`src/rtl/pulse_cfg_pkg.sv`:
```
`default_nettype none

package pulse_cfg_pkg;

   localparam int per_w   = 32;                   // frame counter width
   localparam int time_w  = 16;                   // width of the timing fields in the settings
   localparam int att_w   = 7;                    // attenuator word
   localparam int cnt_w   = 8;                    // refocus count and nutation width fields
   localparam logic [per_w-1:0] sync_tail = 10;   // sync outlasts the last pulse by this much
   localparam logic [per_w-1:0] win_guard = 5;    // echo window closes this early

   // 0 refocus pulses is cw, 1 is a hahn echo, more is a cpmg train
   typedef enum logic [1:0] {
      mode_cw,
      mode_hahn,
      mode_cpmg
   } pulse_mode_e;

   // raw settings as the host provides them, all times in clk cycles
   typedef struct packed {
      logic [per_w-1:0]  period;   // frame is period+1 cycles
      logic [time_w-1:0] p1wid;    // pump width
      logic [time_w-1:0] del;      // pump to first refocus gap
      logic [time_w-1:0] p2wid;    // refocus width
      logic [time_w-1:0] p1wid2;   // ch2 first pulse
      logic [time_w-1:0] del2;
      logic [time_w-1:0] p2wid2;   // ch2 second pulse
      logic [time_w-1:0] p1st2;    // ch2 start
      logic [time_w-1:0] nut_d;    // nutation ends this far before frame end
      logic [time_w-1:0] blank;    // window opens this long after a refocus pulse
      logic [cnt_w-1:0]  nut_w;
      logic [cnt_w-1:0]  cp;       // refocus count
      logic [att_w-1:0]  pr_att;
      logic [att_w-1:0]  po_att;
      logic              bl;       // receiver blocking enable
   } pulse_settings_t;

   // decoded frame, absolute counts unless named as a length
   typedef struct packed {
      pulse_mode_e       mode;
      logic [cnt_w-1:0]  refocus;
      logic [per_w-1:0]  period;
      logic [per_w-1:0]  p1_end;       // pump ends here
      logic [per_w-1:0]  ref_start;    // first refocus start
      logic [per_w-1:0]  p2wid;
      logic [per_w-1:0]  echo_sp;      // refocus to refocus spacing
      logic [per_w-1:0]  win_off;      // window open after refocus end
      logic [per_w-1:0]  win_len;      // window close after refocus end
      logic [per_w-1:0]  nut_start;
      logic [per_w-1:0]  nut_stop;
      logic [per_w-1:0]  ch2_start1;
      logic [per_w-1:0]  ch2_stop1;
      logic [per_w-1:0]  ch2_start2;
      logic [per_w-1:0]  ch2_stop2;
   } pulse_cfg_t;

endpackage

`default_nettype wire

```
`src/rtl/pulse_out_pkg.sv`:
```
`default_nettype none

package pulse_out_pkg;

   // where the frame counter sits inside a pulsed frame
   typedef enum logic [2:0] {
      ph_pump,      // pump pulse on
      ph_gap,       // free precession, switch closed
      ph_refocus,   // refocus pulse on
      ph_echo,      // receiver window open
      ph_tail       // after the last window until frame end
   } seq_phase_e;

   // per-cycle gates from the sequencer to the output stage
   typedef struct packed {
      logic pulse;    // pump or refocus
      logic nut;      // nutation pulse
      logic pump;     // pump only, steers the pre attenuator
      logic sync;     // scope and synth strobe
      logic window;   // echo window
      logic ch2;      // second pulse channel
   } pulse_gates_t;

endpackage

`default_nettype wire

```
`src/rtl/pulse_param_decode.sv`:
```
`timescale 1ns/1ns
`default_nettype none

module pulse_param_decode (
   input  logic                                  clk,
   input  logic                                  reset,
   input  pulse_cfg_pkg::pulse_settings_t        settings,
   output pulse_cfg_pkg::pulse_cfg_t             cfg,
   output logic [1:0][pulse_cfg_pkg::att_w-1:0]  att_set,   // [1] pre, [0] post
   output logic                                  block_en
);

   pulse_cfg_pkg::pulse_settings_t       set_q;        // stage 1 copy of the host settings
   pulse_cfg_pkg::pulse_mode_e           mode_d;
   logic [pulse_cfg_pkg::per_w-1:0]      p1;
   logic [pulse_cfg_pkg::per_w-1:0]      dl;
   logic [pulse_cfg_pkg::per_w-1:0]      p2;
   logic [pulse_cfg_pkg::per_w-1:0]      nut_d_ext;
   logic [pulse_cfg_pkg::per_w-1:0]      nut_w_ext;
   logic [pulse_cfg_pkg::per_w-1:0]      ch2_stop1;
   logic [pulse_cfg_pkg::per_w-1:0]      ch2_start2;

   // zero extend a settings time field to counter width
   function automatic logic [pulse_cfg_pkg::per_w-1:0] wide(
      input logic [pulse_cfg_pkg::time_w-1:0] v
   );
      return {{(pulse_cfg_pkg::per_w - pulse_cfg_pkg::time_w){1'b0}}, v};
   endfunction

   always_ff @(posedge clk) begin
      set_q <= settings;   // host holds these steady
   end

   always_comb begin
      case (set_q.cp)
         8'd0:    mode_d = pulse_cfg_pkg::mode_cw;
         8'd1:    mode_d = pulse_cfg_pkg::mode_hahn;
         default: mode_d = pulse_cfg_pkg::mode_cpmg;
      endcase
   end

   assign p1         = wide(set_q.p1wid);
   assign dl         = wide(set_q.del);
   assign p2         = wide(set_q.p2wid);
   assign nut_d_ext  = wide(set_q.nut_d);
   assign nut_w_ext  = wide({{(pulse_cfg_pkg::time_w - pulse_cfg_pkg::cnt_w){1'b0}},
                             set_q.nut_w});
   assign ch2_stop1  = wide(set_q.p1st2) + wide(set_q.p1wid2);
   assign ch2_start2 = ch2_stop1 + wide(set_q.del2);

   // stage 2 precomputes every marker so the sequencer only compares
   always_ff @(posedge clk) begin
      cfg.mode       <= mode_d;
      cfg.refocus    <= set_q.cp;
      cfg.period     <= set_q.period;
      cfg.p1_end     <= p1;
      cfg.ref_start  <= p1 + dl;                          // first pi pulse
      cfg.p2wid      <= p2;
      cfg.echo_sp    <= dl + dl + p2;                     // pi to pi
      cfg.win_off    <= wide(set_q.blank);
      cfg.win_len    <= dl + dl - pulse_cfg_pkg::win_guard;
      cfg.nut_start  <= set_q.period - nut_d_ext - nut_w_ext;
      cfg.nut_stop   <= set_q.period - nut_d_ext;
      cfg.ch2_start1 <= wide(set_q.p1st2);
      cfg.ch2_stop1  <= ch2_stop1;
      cfg.ch2_start2 <= ch2_start2;
      cfg.ch2_stop2  <= ch2_start2 + wide(set_q.p2wid2);
   end

   // attenuator and blocking lines held at 0 in reset so the receiver stays quiet
   always_ff @(posedge clk) begin
      if (!reset) begin
         att_set  <= '0;
         block_en <= 1'b0;
      end else begin
         att_set  <= {set_q.pr_att, set_q.po_att};
         block_en <= set_q.bl;
      end
   end

endmodule

`default_nettype wire

```
`src/rtl/cpmg_sequencer.sv`:
```
`timescale 1ns/1ns
`default_nettype none

module cpmg_sequencer (
   input  logic                         clk,
   input  logic                         reset,
   input  pulse_cfg_pkg::pulse_cfg_t    cfg,
   output pulse_out_pkg::pulse_gates_t  gates
);

   logic [pulse_cfg_pkg::per_w-1:0]  cnt;          // frame counter 0..period
   pulse_cfg_pkg::pulse_cfg_t        cfg_q;        // frame config latched at count 0
   pulse_cfg_pkg::pulse_cfg_t        cur;          // config in force this cycle
   logic [pulse_cfg_pkg::cnt_w-1:0]  idx;          // which refocus pulse is next
   pulse_out_pkg::seq_phase_e        phase;
   pulse_out_pkg::seq_phase_e        phase_d;

   // running markers for refocus pulse idx
   logic [pulse_cfg_pkg::per_w-1:0]  nxt_start;
   logic [pulse_cfg_pkg::per_w-1:0]  nxt_end;
   logic [pulse_cfg_pkg::per_w-1:0]  sync_end;     // end + sync_tail
   logic [pulse_cfg_pkg::per_w-1:0]  win_open;
   logic [pulse_cfg_pkg::per_w-1:0]  win_close;
   logic [pulse_cfg_pkg::per_w-1:0]  first_end;

   logic  frame_start;
   logic  pulsed;
   logic  more_ref;       // another refocus pulse follows idx
   logic  advance;
   logic  sync_d;
   logic  nut_d;
   logic  ch2_d;
   logic  sync_q;
   logic  nut_q;
   logic  ch2_q;

   assign frame_start = (cnt == '0);
   assign cur         = frame_start ? cfg : cfg_q;   // new settings only at frame start
   assign pulsed      = (cur.mode != pulse_cfg_pkg::mode_cw);
   assign more_ref    = (idx + 1'b1) < cur.refocus;
   assign first_end   = cfg.ref_start + cfg.p2wid;

   // markers move on once the current echo window has closed
   assign advance = !frame_start && more_ref && (cnt == win_close);

   // the running markers are stale at count 0 so refocus and echo wait a cycle
   always_comb begin
      if (!pulsed)
         phase_d = pulse_out_pkg::ph_pump;            // cw keeps the switch open
      else if (cnt < cur.p1_end)
         phase_d = pulse_out_pkg::ph_pump;
      else if (frame_start)
         phase_d = pulse_out_pkg::ph_gap;
      else if (cnt >= nxt_start && cnt < nxt_end)
         phase_d = pulse_out_pkg::ph_refocus;
      else if (cnt >= win_open && cnt < win_close)
         phase_d = pulse_out_pkg::ph_echo;
      else if (!more_ref && cnt >= win_close)
         phase_d = pulse_out_pkg::ph_tail;            // train finished
      else
         phase_d = pulse_out_pkg::ph_gap;
   end

   always_comb begin
      if (pulsed)
         sync_d = frame_start || more_ref || (cnt < sync_end);
      else
         sync_d = !frame_start && (cnt >= sync_end);  // cw strobe from fixed marker
   end

   assign nut_d = (cnt >= cur.nut_start) && (cnt < cur.nut_stop);
   assign ch2_d = ((cnt >= cur.ch2_start1) && (cnt < cur.ch2_stop1)) ||
                  ((cnt >= cur.ch2_start2) && (cnt < cur.ch2_stop2));

   always_ff @(posedge clk) begin
      if (!reset) begin
         cnt    <= '0;
         idx    <= '0;
         phase  <= pulse_out_pkg::ph_gap;   // all gates low
         sync_q <= 1'b0;
         nut_q  <= 1'b0;
         ch2_q  <= 1'b0;
      end else begin
         cnt <= (cnt < cur.period) ? cnt + 1'b1 : '0;
         if (frame_start)
            idx <= '0;
         else if (advance)
            idx <= idx + 1'b1;
         phase  <= phase_d;
         sync_q <= sync_d;
         nut_q  <= nut_d;
         ch2_q  <= ch2_d;
      end
   end

   always_ff @(posedge clk) begin
      if (frame_start) begin
         cfg_q     <= cfg;
         nxt_start <= cfg.ref_start;
         nxt_end   <= first_end;
         sync_end  <= first_end + pulse_cfg_pkg::sync_tail;
         win_open  <= first_end + cfg.win_off;
         win_close <= first_end + cfg.win_len;
      end else if (advance) begin
         nxt_start <= nxt_start + cfg_q.echo_sp;      // step one echo spacing
         nxt_end   <= nxt_end + cfg_q.echo_sp;
         sync_end  <= sync_end + cfg_q.echo_sp;
         win_open  <= win_open + cfg_q.echo_sp;
         win_close <= win_close + cfg_q.echo_sp;
      end
   end

   always_comb begin
      gates.pulse  = (phase == pulse_out_pkg::ph_pump) ||
                     (phase == pulse_out_pkg::ph_refocus);
      gates.pump   = (phase == pulse_out_pkg::ph_pump);
      gates.window = (phase == pulse_out_pkg::ph_echo);
      gates.nut    = nut_q;
      gates.sync   = sync_q;
      gates.ch2    = ch2_q;
   end

endmodule

`default_nettype wire

```
`src/rtl/pulse_output_stage.sv`:
```
`timescale 1ns/1ns
`default_nettype none

module pulse_output_stage (
   input  logic                                  clk,
   input  logic                                  reset,
   input  pulse_out_pkg::pulse_gates_t           gates,
   input  logic [1:0][pulse_cfg_pkg::att_w-1:0]  att_set,    // [1] pre, [0] post
   input  logic                                  block_en,
   output logic                                  sync_on,
   output logic                                  pulse1_on,
   output logic                                  pulse2_on,
   output logic                                  inhib,
   output logic [pulse_cfg_pkg::att_w-1:0]       pre_att,
   output logic [pulse_cfg_pkg::att_w-1:0]       post_att
);

   logic                              pulse1_d;
   logic                              inhib_d;
   logic [pulse_cfg_pkg::att_w-1:0]   pre_d;
   logic [pulse_cfg_pkg::att_w-1:0]   post_d;

   // main switch carries both the echo train and the nutation pulse
   assign pulse1_d = gates.pulse | gates.nut;

   // pump level only while the pump is on
   assign pre_d = gates.pump ? att_set[1] : '0;

   // receiver path opens fully inside an echo window
   assign post_d  = gates.window ? '0 : att_set[0];
   assign inhib_d = block_en & ~gates.window;

   // last register before the pads
   always_ff @(posedge clk) begin
      if (!reset) begin
         sync_on   <= 1'b0;
         pulse1_on <= 1'b0;
         pulse2_on <= 1'b0;
         inhib     <= 1'b0;
         pre_att   <= '0;
         post_att  <= '0;
      end else begin
         sync_on   <= gates.sync;
         pulse1_on <= pulse1_d;
         pulse2_on <= gates.ch2;      // independent second channel
         inhib     <= inhib_d;
         pre_att   <= pre_d;
         post_att  <= post_d;
      end
   end

endmodule

`default_nettype wire

```
`src/rtl/pulse_gen_top.sv`:
```
`timescale 1ns/1ns
`default_nettype none

module pulse_gen_top (
   input  logic                              clk,
   input  logic                              reset,
   input  pulse_cfg_pkg::pulse_settings_t    settings,
   output logic                              sync_on,
   output logic                              pulse1_on,
   output logic                              pulse2_on,
   output logic                              inhib,
   output logic [pulse_cfg_pkg::att_w-1:0]   pre_att,
   output logic [pulse_cfg_pkg::att_w-1:0]   post_att
);

   pulse_cfg_pkg::pulse_cfg_t                cfg;        // decoded frame markers
   pulse_out_pkg::pulse_gates_t              gates;      // per-cycle gates
   logic [1:0][pulse_cfg_pkg::att_w-1:0]     att_set;
   logic                                     block_en;

   pulse_param_decode u_decode (
      .clk      (clk),
      .reset    (reset),
      .settings (settings),
      .cfg      (cfg),
      .att_set  (att_set),
      .block_en (block_en)
   );

   cpmg_sequencer u_seq (
      .clk   (clk),
      .reset (reset),
      .cfg   (cfg),
      .gates (gates)
   );

   pulse_output_stage u_out (
      .clk       (clk),
      .reset     (reset),
      .gates     (gates),
      .att_set   (att_set),
      .block_en  (block_en),
      .sync_on   (sync_on),
      .pulse1_on (pulse1_on),
      .pulse2_on (pulse2_on),
      .inhib     (inhib),
      .pre_att   (pre_att),
      .post_att  (post_att)
   );

endmodule

`default_nettype wire

```
`config.mk`:
```
export PLATFORM = sky130hd
export DESIGN_NAME = pulse_gen_top
export DESIGN_NICKNAME = d
export VERILOG_FILES = /design/src/rtl/pulse_cfg_pkg.sv /design/src/rtl/pulse_out_pkg.sv /design/src/rtl/pulse_param_decode.sv /design/src/rtl/cpmg_sequencer.sv /design/src/rtl/pulse_output_stage.sv /design/src/rtl/pulse_gen_top.sv
export SDC_FILE = /design/constraint.sdc
export NUM_CORES = 2
export LEC_CHECK = 0
export BUFFER_PORTS_ARGS = -buffer_cell sky130_fd_sc_hd__buf_2
export CORE_ASPECT_RATIO = 1.5
export CORE_MARGIN = 3
export CORE_UTILIZATION = 40
export CTS_CLUSTER_SIZE = 25
export DETAILED_ROUTE_END_ITERATION = 12
export GPL_TIMING_DRIVEN = 0
export PLACE_DENSITY = 0.56
export SYNTH_ARGS = -nofsm -noshare
export SYNTH_HDL_FRONTEND = slang
export SYNTH_SLANG_ARGS = --single-unit
export TNS_END_PERCENT = 5
```
`constraint.sdc`:
```
create_clock -name clk -period 16.8 [get_ports clk]
set_input_delay 1.68 -clock clk [delete_from_list [all_inputs] [get_ports clk]]
set_output_delay 1.68 -clock clk [all_outputs]
set_load 0.02 [all_outputs]
```
==> results.toml <==
[outcome]
status = "complete, but fails checks"
violated_checks = "max-capacitance violations, max-slew violations"

[sta]
post-route-min-period_ns = 7.761
fmaxAchievable_ghz = 0.1288
final.period_utilization_pct = 46.20
final_count_of_negative_setup_slack_endpoints = 0
totalNegativeSetupSlack_ns = 0
tightestPinTransition_ns = 1.513
timing.clock.skew_ns = 0.03484
final-max-slew-violation-count = 20
maxSlewHeadroom_pct = -1.004
report.final.hold_viol_count = 0
rsz_0062_raised_after_global_routing = "no"
finalWorstSetupSlack_ns = 9.039

[synthesis]
synthArstFlopShare_pct = 0
synth_xor_area_share_pct = 5.609
synth_fa_ha_area_share_pct = 16.78
synth.lib_cells_used.distinct = 96
synth-compound-area-share_pct = 13.77
synthesis.area_per_instance_um2 = 9.911
number_of_enable_flip_flop_cells_after_synthesis = 178
synth.area.top_cells = "sky130_fd_sc_hd__dfxtp_1, sky130_fd_sc_hd__ha_1, sky130_fd_sc_hd__edfxtp_1"
synth_simple_gate_area_share_pct = 12.14
synth.yosys.seq_area_share_pct = 43.01
largest_family_of_logic_cells_by_synthesized_area = "adder cells"
netlist_instances = 5199
share_of_synthesized_area_spent_on_multiplexers_pct = 4.074
ys.flop_type = "sky130_fd_sc_hd__dfxtp_1"
yosysTopAreaCell = "sky130_fd_sc_hd__dfxtp_1"
yosys_register_bits = 1018
netlist.area_leader.share_pct = 32.63
synth-warning-count = 0
postSynthNetCount = 6090
netlist_area_um2 = 51530

[final_layout]
drive_gt1_share_pct = 9.183
final_net_count = 6426
growth_of_design_area_from_synthesis_to_finish_pct = 13.73
finalCoreUtilization_pct = 46.03
fin_cells = 7321
final_cell_mix = "sky130_fd_sc_hd__dfxtp_1, sky130_fd_sc_hd__ha_1, sky130_fd_sc_hd__inv_1"
final_common_cell = "sky130_fd_sc_hd__dfxtp_1"

[global_routing]
globalRoute.totalOverflow = 0
grt_use_met3_pct = 2.793
track_usage_pct = 22.80
grt_max_degree = 45
grt_pass1_vias = 38620
gr-max-usage-layer = "met2"
global_route.usage.met2_pct = 42.10
number_of_antenna_violations_at_the_first_check_in_global_routing = 3
gr-usage-met1_pct = 25.51
grt_first_pass_wirelength_um = 230400

[clock_network]
cts_inserted_buffers = 100
worstSkewPairLatency_ns = 0.73
clock_tree_from_tritoncts = "done"
clockBufferDepth = 3
worst_setup_hold_path_clk_slew_ns = 0.07
htree_levels = 3
resized_cells_post_cts = 0
holdBufCountCts = 0
cts-root-buf = "sky130_fd_sc_hd__clkbuf_16"
clock_sinks = 1018
post_cts.repair.setup_buffers = 0

[setup_path]
worst-path-max-fanout = 12
critical-path-slowest-cell = "sky130_fd_sc_hd__buf_1"
cp_slowest_stage_delay_ns = 0.95
start_kind = "flop"
cp_num_buf_inv = 4
worstSetupPathType = "flop to flop"
endpoint_required_time_on_the_critical_path_ns = 17.37
endpoint_kind = "flop"
worst_r2r_startpoint = "u_seq.cnt[0]"
ff2ff_setup_slack_ns = 9.04
cp_cell_sequence = "inv_1 > ha_1 > nor4b_1 > and4_1 > nand2_1 > inv_2 > clkbuf_1 > buf_1 > mux2i_1 > ha_1 > nand4_1 > nor2_1 > or3b_2 > a21o_1 > a31oi_1 > o31a_1 > nand3_1 > nor3b_1"
reg2regPathDepth = 18
critical-path-top-cell-by-count = "sky130_fd_sc_hd__ha_1"
critPathArrivalTime_ns = 8.33
timing.rr.end = "u_seq.phase[2]"
timing.critical_path.max_delay_family = "buffers and inverters"

[detailed_routing]
drt-total-wl_um = 153200
drc_errors = 0
drt_pre_antenna_iters = 5
wl_per_cell_um = 20.93
vias = 38530
number_of_drc_violations_after_detailed_routing_iteration_0 = 2191
viasPerCell = 5.263
antenna_left = 0

[pwr]
max-vdd-ir-drop_mv = 0.1204
total_leakage_power_nw = 28.16
power.share.clock_pct = 22.0
cell_internal_pwr_mw = 6.681
cellPowerDensity_nw_per_um2 = 190.1
power.share.sequential_pct = 33.3
power.share.switching_pct = 40.02
total_switching_power_mw = 4.459
finalPower_mw = 11.14
combinational_fraction_of_design_power_pct = 44.8

[run]
timing.max_cap.violations = 1

[placement]
numPlacedInstances = 7134
dp_hpwl_um = 115800
place.gp.congestion = 0.9424
dp_worst_setup_slack_ns = 9.056
placement.io_buffers = 226

[hold_path]
worst_hold_path_cells = 0
worstHoldEndpoint = "u_decode.cfg[234]"
min_from = "u_decode.set_q[41]"
hp-class = "flop to flop"

[floorplan]
die_h_um = 445.6
floorplan.die.width_um = 299.1
ioPinCount = 227
placeableCoreArea_um2 = 127300
rows = 160
floorplan.initialDensity_pct = 40.47
dieArea_um2 = 133300
[Yosys cell counts, drive strengths merged, types with 9 or more instances]
cell     instances
or3             43
o31ai           20
nand4           99
nand3b           9
xnor2          205
nand2          300
a21boi          15
o2111ai         13
nand3          118
a211oi          42
o21bai          24
nor3           103
or2             26
nor4            22
o21ai          226
edfxtp         178
and4            18
a21o           200
nand2b          44
a211o           17
o211ai          28
nor2           265
and2            62
a221o            9
inv            538
dfxtp          840
clkbuf          56
o21a            61
or4             13
a2111oi         14
xor2           125
mux2i          203
a31oi           36
ha             667
a21oi          321
buf             28
fa              15
nor2b           38
and3            49
[logic make-up (layout without fill, tap and decap cells)]
| kind of cell | count (synthesis) | in the layout |
|---|---|---|
| flip-flops | 1018 | 1018 |
| AND/OR/NAND/NOR | 1235 | 1235 |
| other | 0 | 1 |
| multiplexers | 209 | 209 |
| AO/OA/AOI/OAI | 1102 | 1102 |
| buffers and inverters | 623 | 1043 |
| adder cells (fa/ha/maj) | 682 | 682 |
| XOR/XNOR | 330 | 330 |
[sequential cells by signal, summed over array words and instances (netlist names), 8 cells and up]
signal	cells
u_seq.idx	8
u_decode.dl	16
u_decode.nut_w_ext	8
u_seq.sync_end	32
u_decode.nut_d_ext	16
u_seq.win_close	32
u_seq.nxt_start	32
u_decode.set_q	135
u_decode.att_set	14
u_decode.p1	16
u_seq.cnt	32
u_decode.p2	16
u_decode.cfg	288
u_seq.win_open	32
u_seq.nxt_end	32
u_seq.cfg_q	284
[layer usage]
| metal | routed length (µm) | vias up |
|---|---|---|
| li1 | - | 19110 |
| met1 | 60880 | 18240 |
| met2 | 78030 | 872 |
| met3 | 6069 | 305 |
| met4 | 8245 | 2 |
| met5 | 13 | - |
[final cells by class]
| class | count | area [µm²] |
|---|---|---|
| inverter | 538 | 2019 |
| buffer | 85 | 367.9 |
| fill | 12360 | 68720 |
| sequential | 1018 | 22180 |
| clock inverter | 54 | 685.7 |
| clock buffer | 132 | 2944 |
| antenna | 1 | 2.502 |
| multi-input combinational | 3558 | 26990 |
| timing repair buffer | 234 | 1289 |
| tap | 1701 | 2128 |
[power groups by stage]
stage / Combinational, mW / Clock, mW / Sequential (mW)
2_1_floorplan: 3.58 / 0 / 3.60
3_3_place_gp: 4.84 / 0 / 3.77
3_5_place_dp: 4.94 / 0 / 3.75
4_1_cts: 4.99 / 2.52 / 3.71
5_1_grt: 5.57 / 2.60 / 3.77
6_report: 4.99 / 2.45 / 3.70
[stage by stage]
step	cell area, µm²	hold WS [ns]
2_1_floorplan	51530	0.3096
3_3_place_gp	54790	0.3154
3_5_place_dp	54970	0.3121
4_1_cts	58600	0.3329
5_1_grt	58610	0.3376
6_report	58610	0.3313
[how the worst max path moves through the flow]
stage                  from             endpoint  slack [ns]  cells after the start
2_1_floorplan  u_seq.cnt[0]     u_seq.nxt_end[0]       10.75                     16
3_3_place_gp   u_seq.cnt[0]  u_seq.nxt_start[12]        6.76                     16
3_5_place_dp   u_seq.cnt[0]       u_seq.phase[2]        9.06                     18
4_1_cts        u_seq.cnt[0]       u_seq.phase[2]        8.97                     18
5_1_grt        u_seq.cnt[0]       u_seq.phase[2]        8.85                     18
6_report       u_seq.cnt[0]       u_seq.phase[2]        9.04                     18
Power figures use the tool's default switching activity.
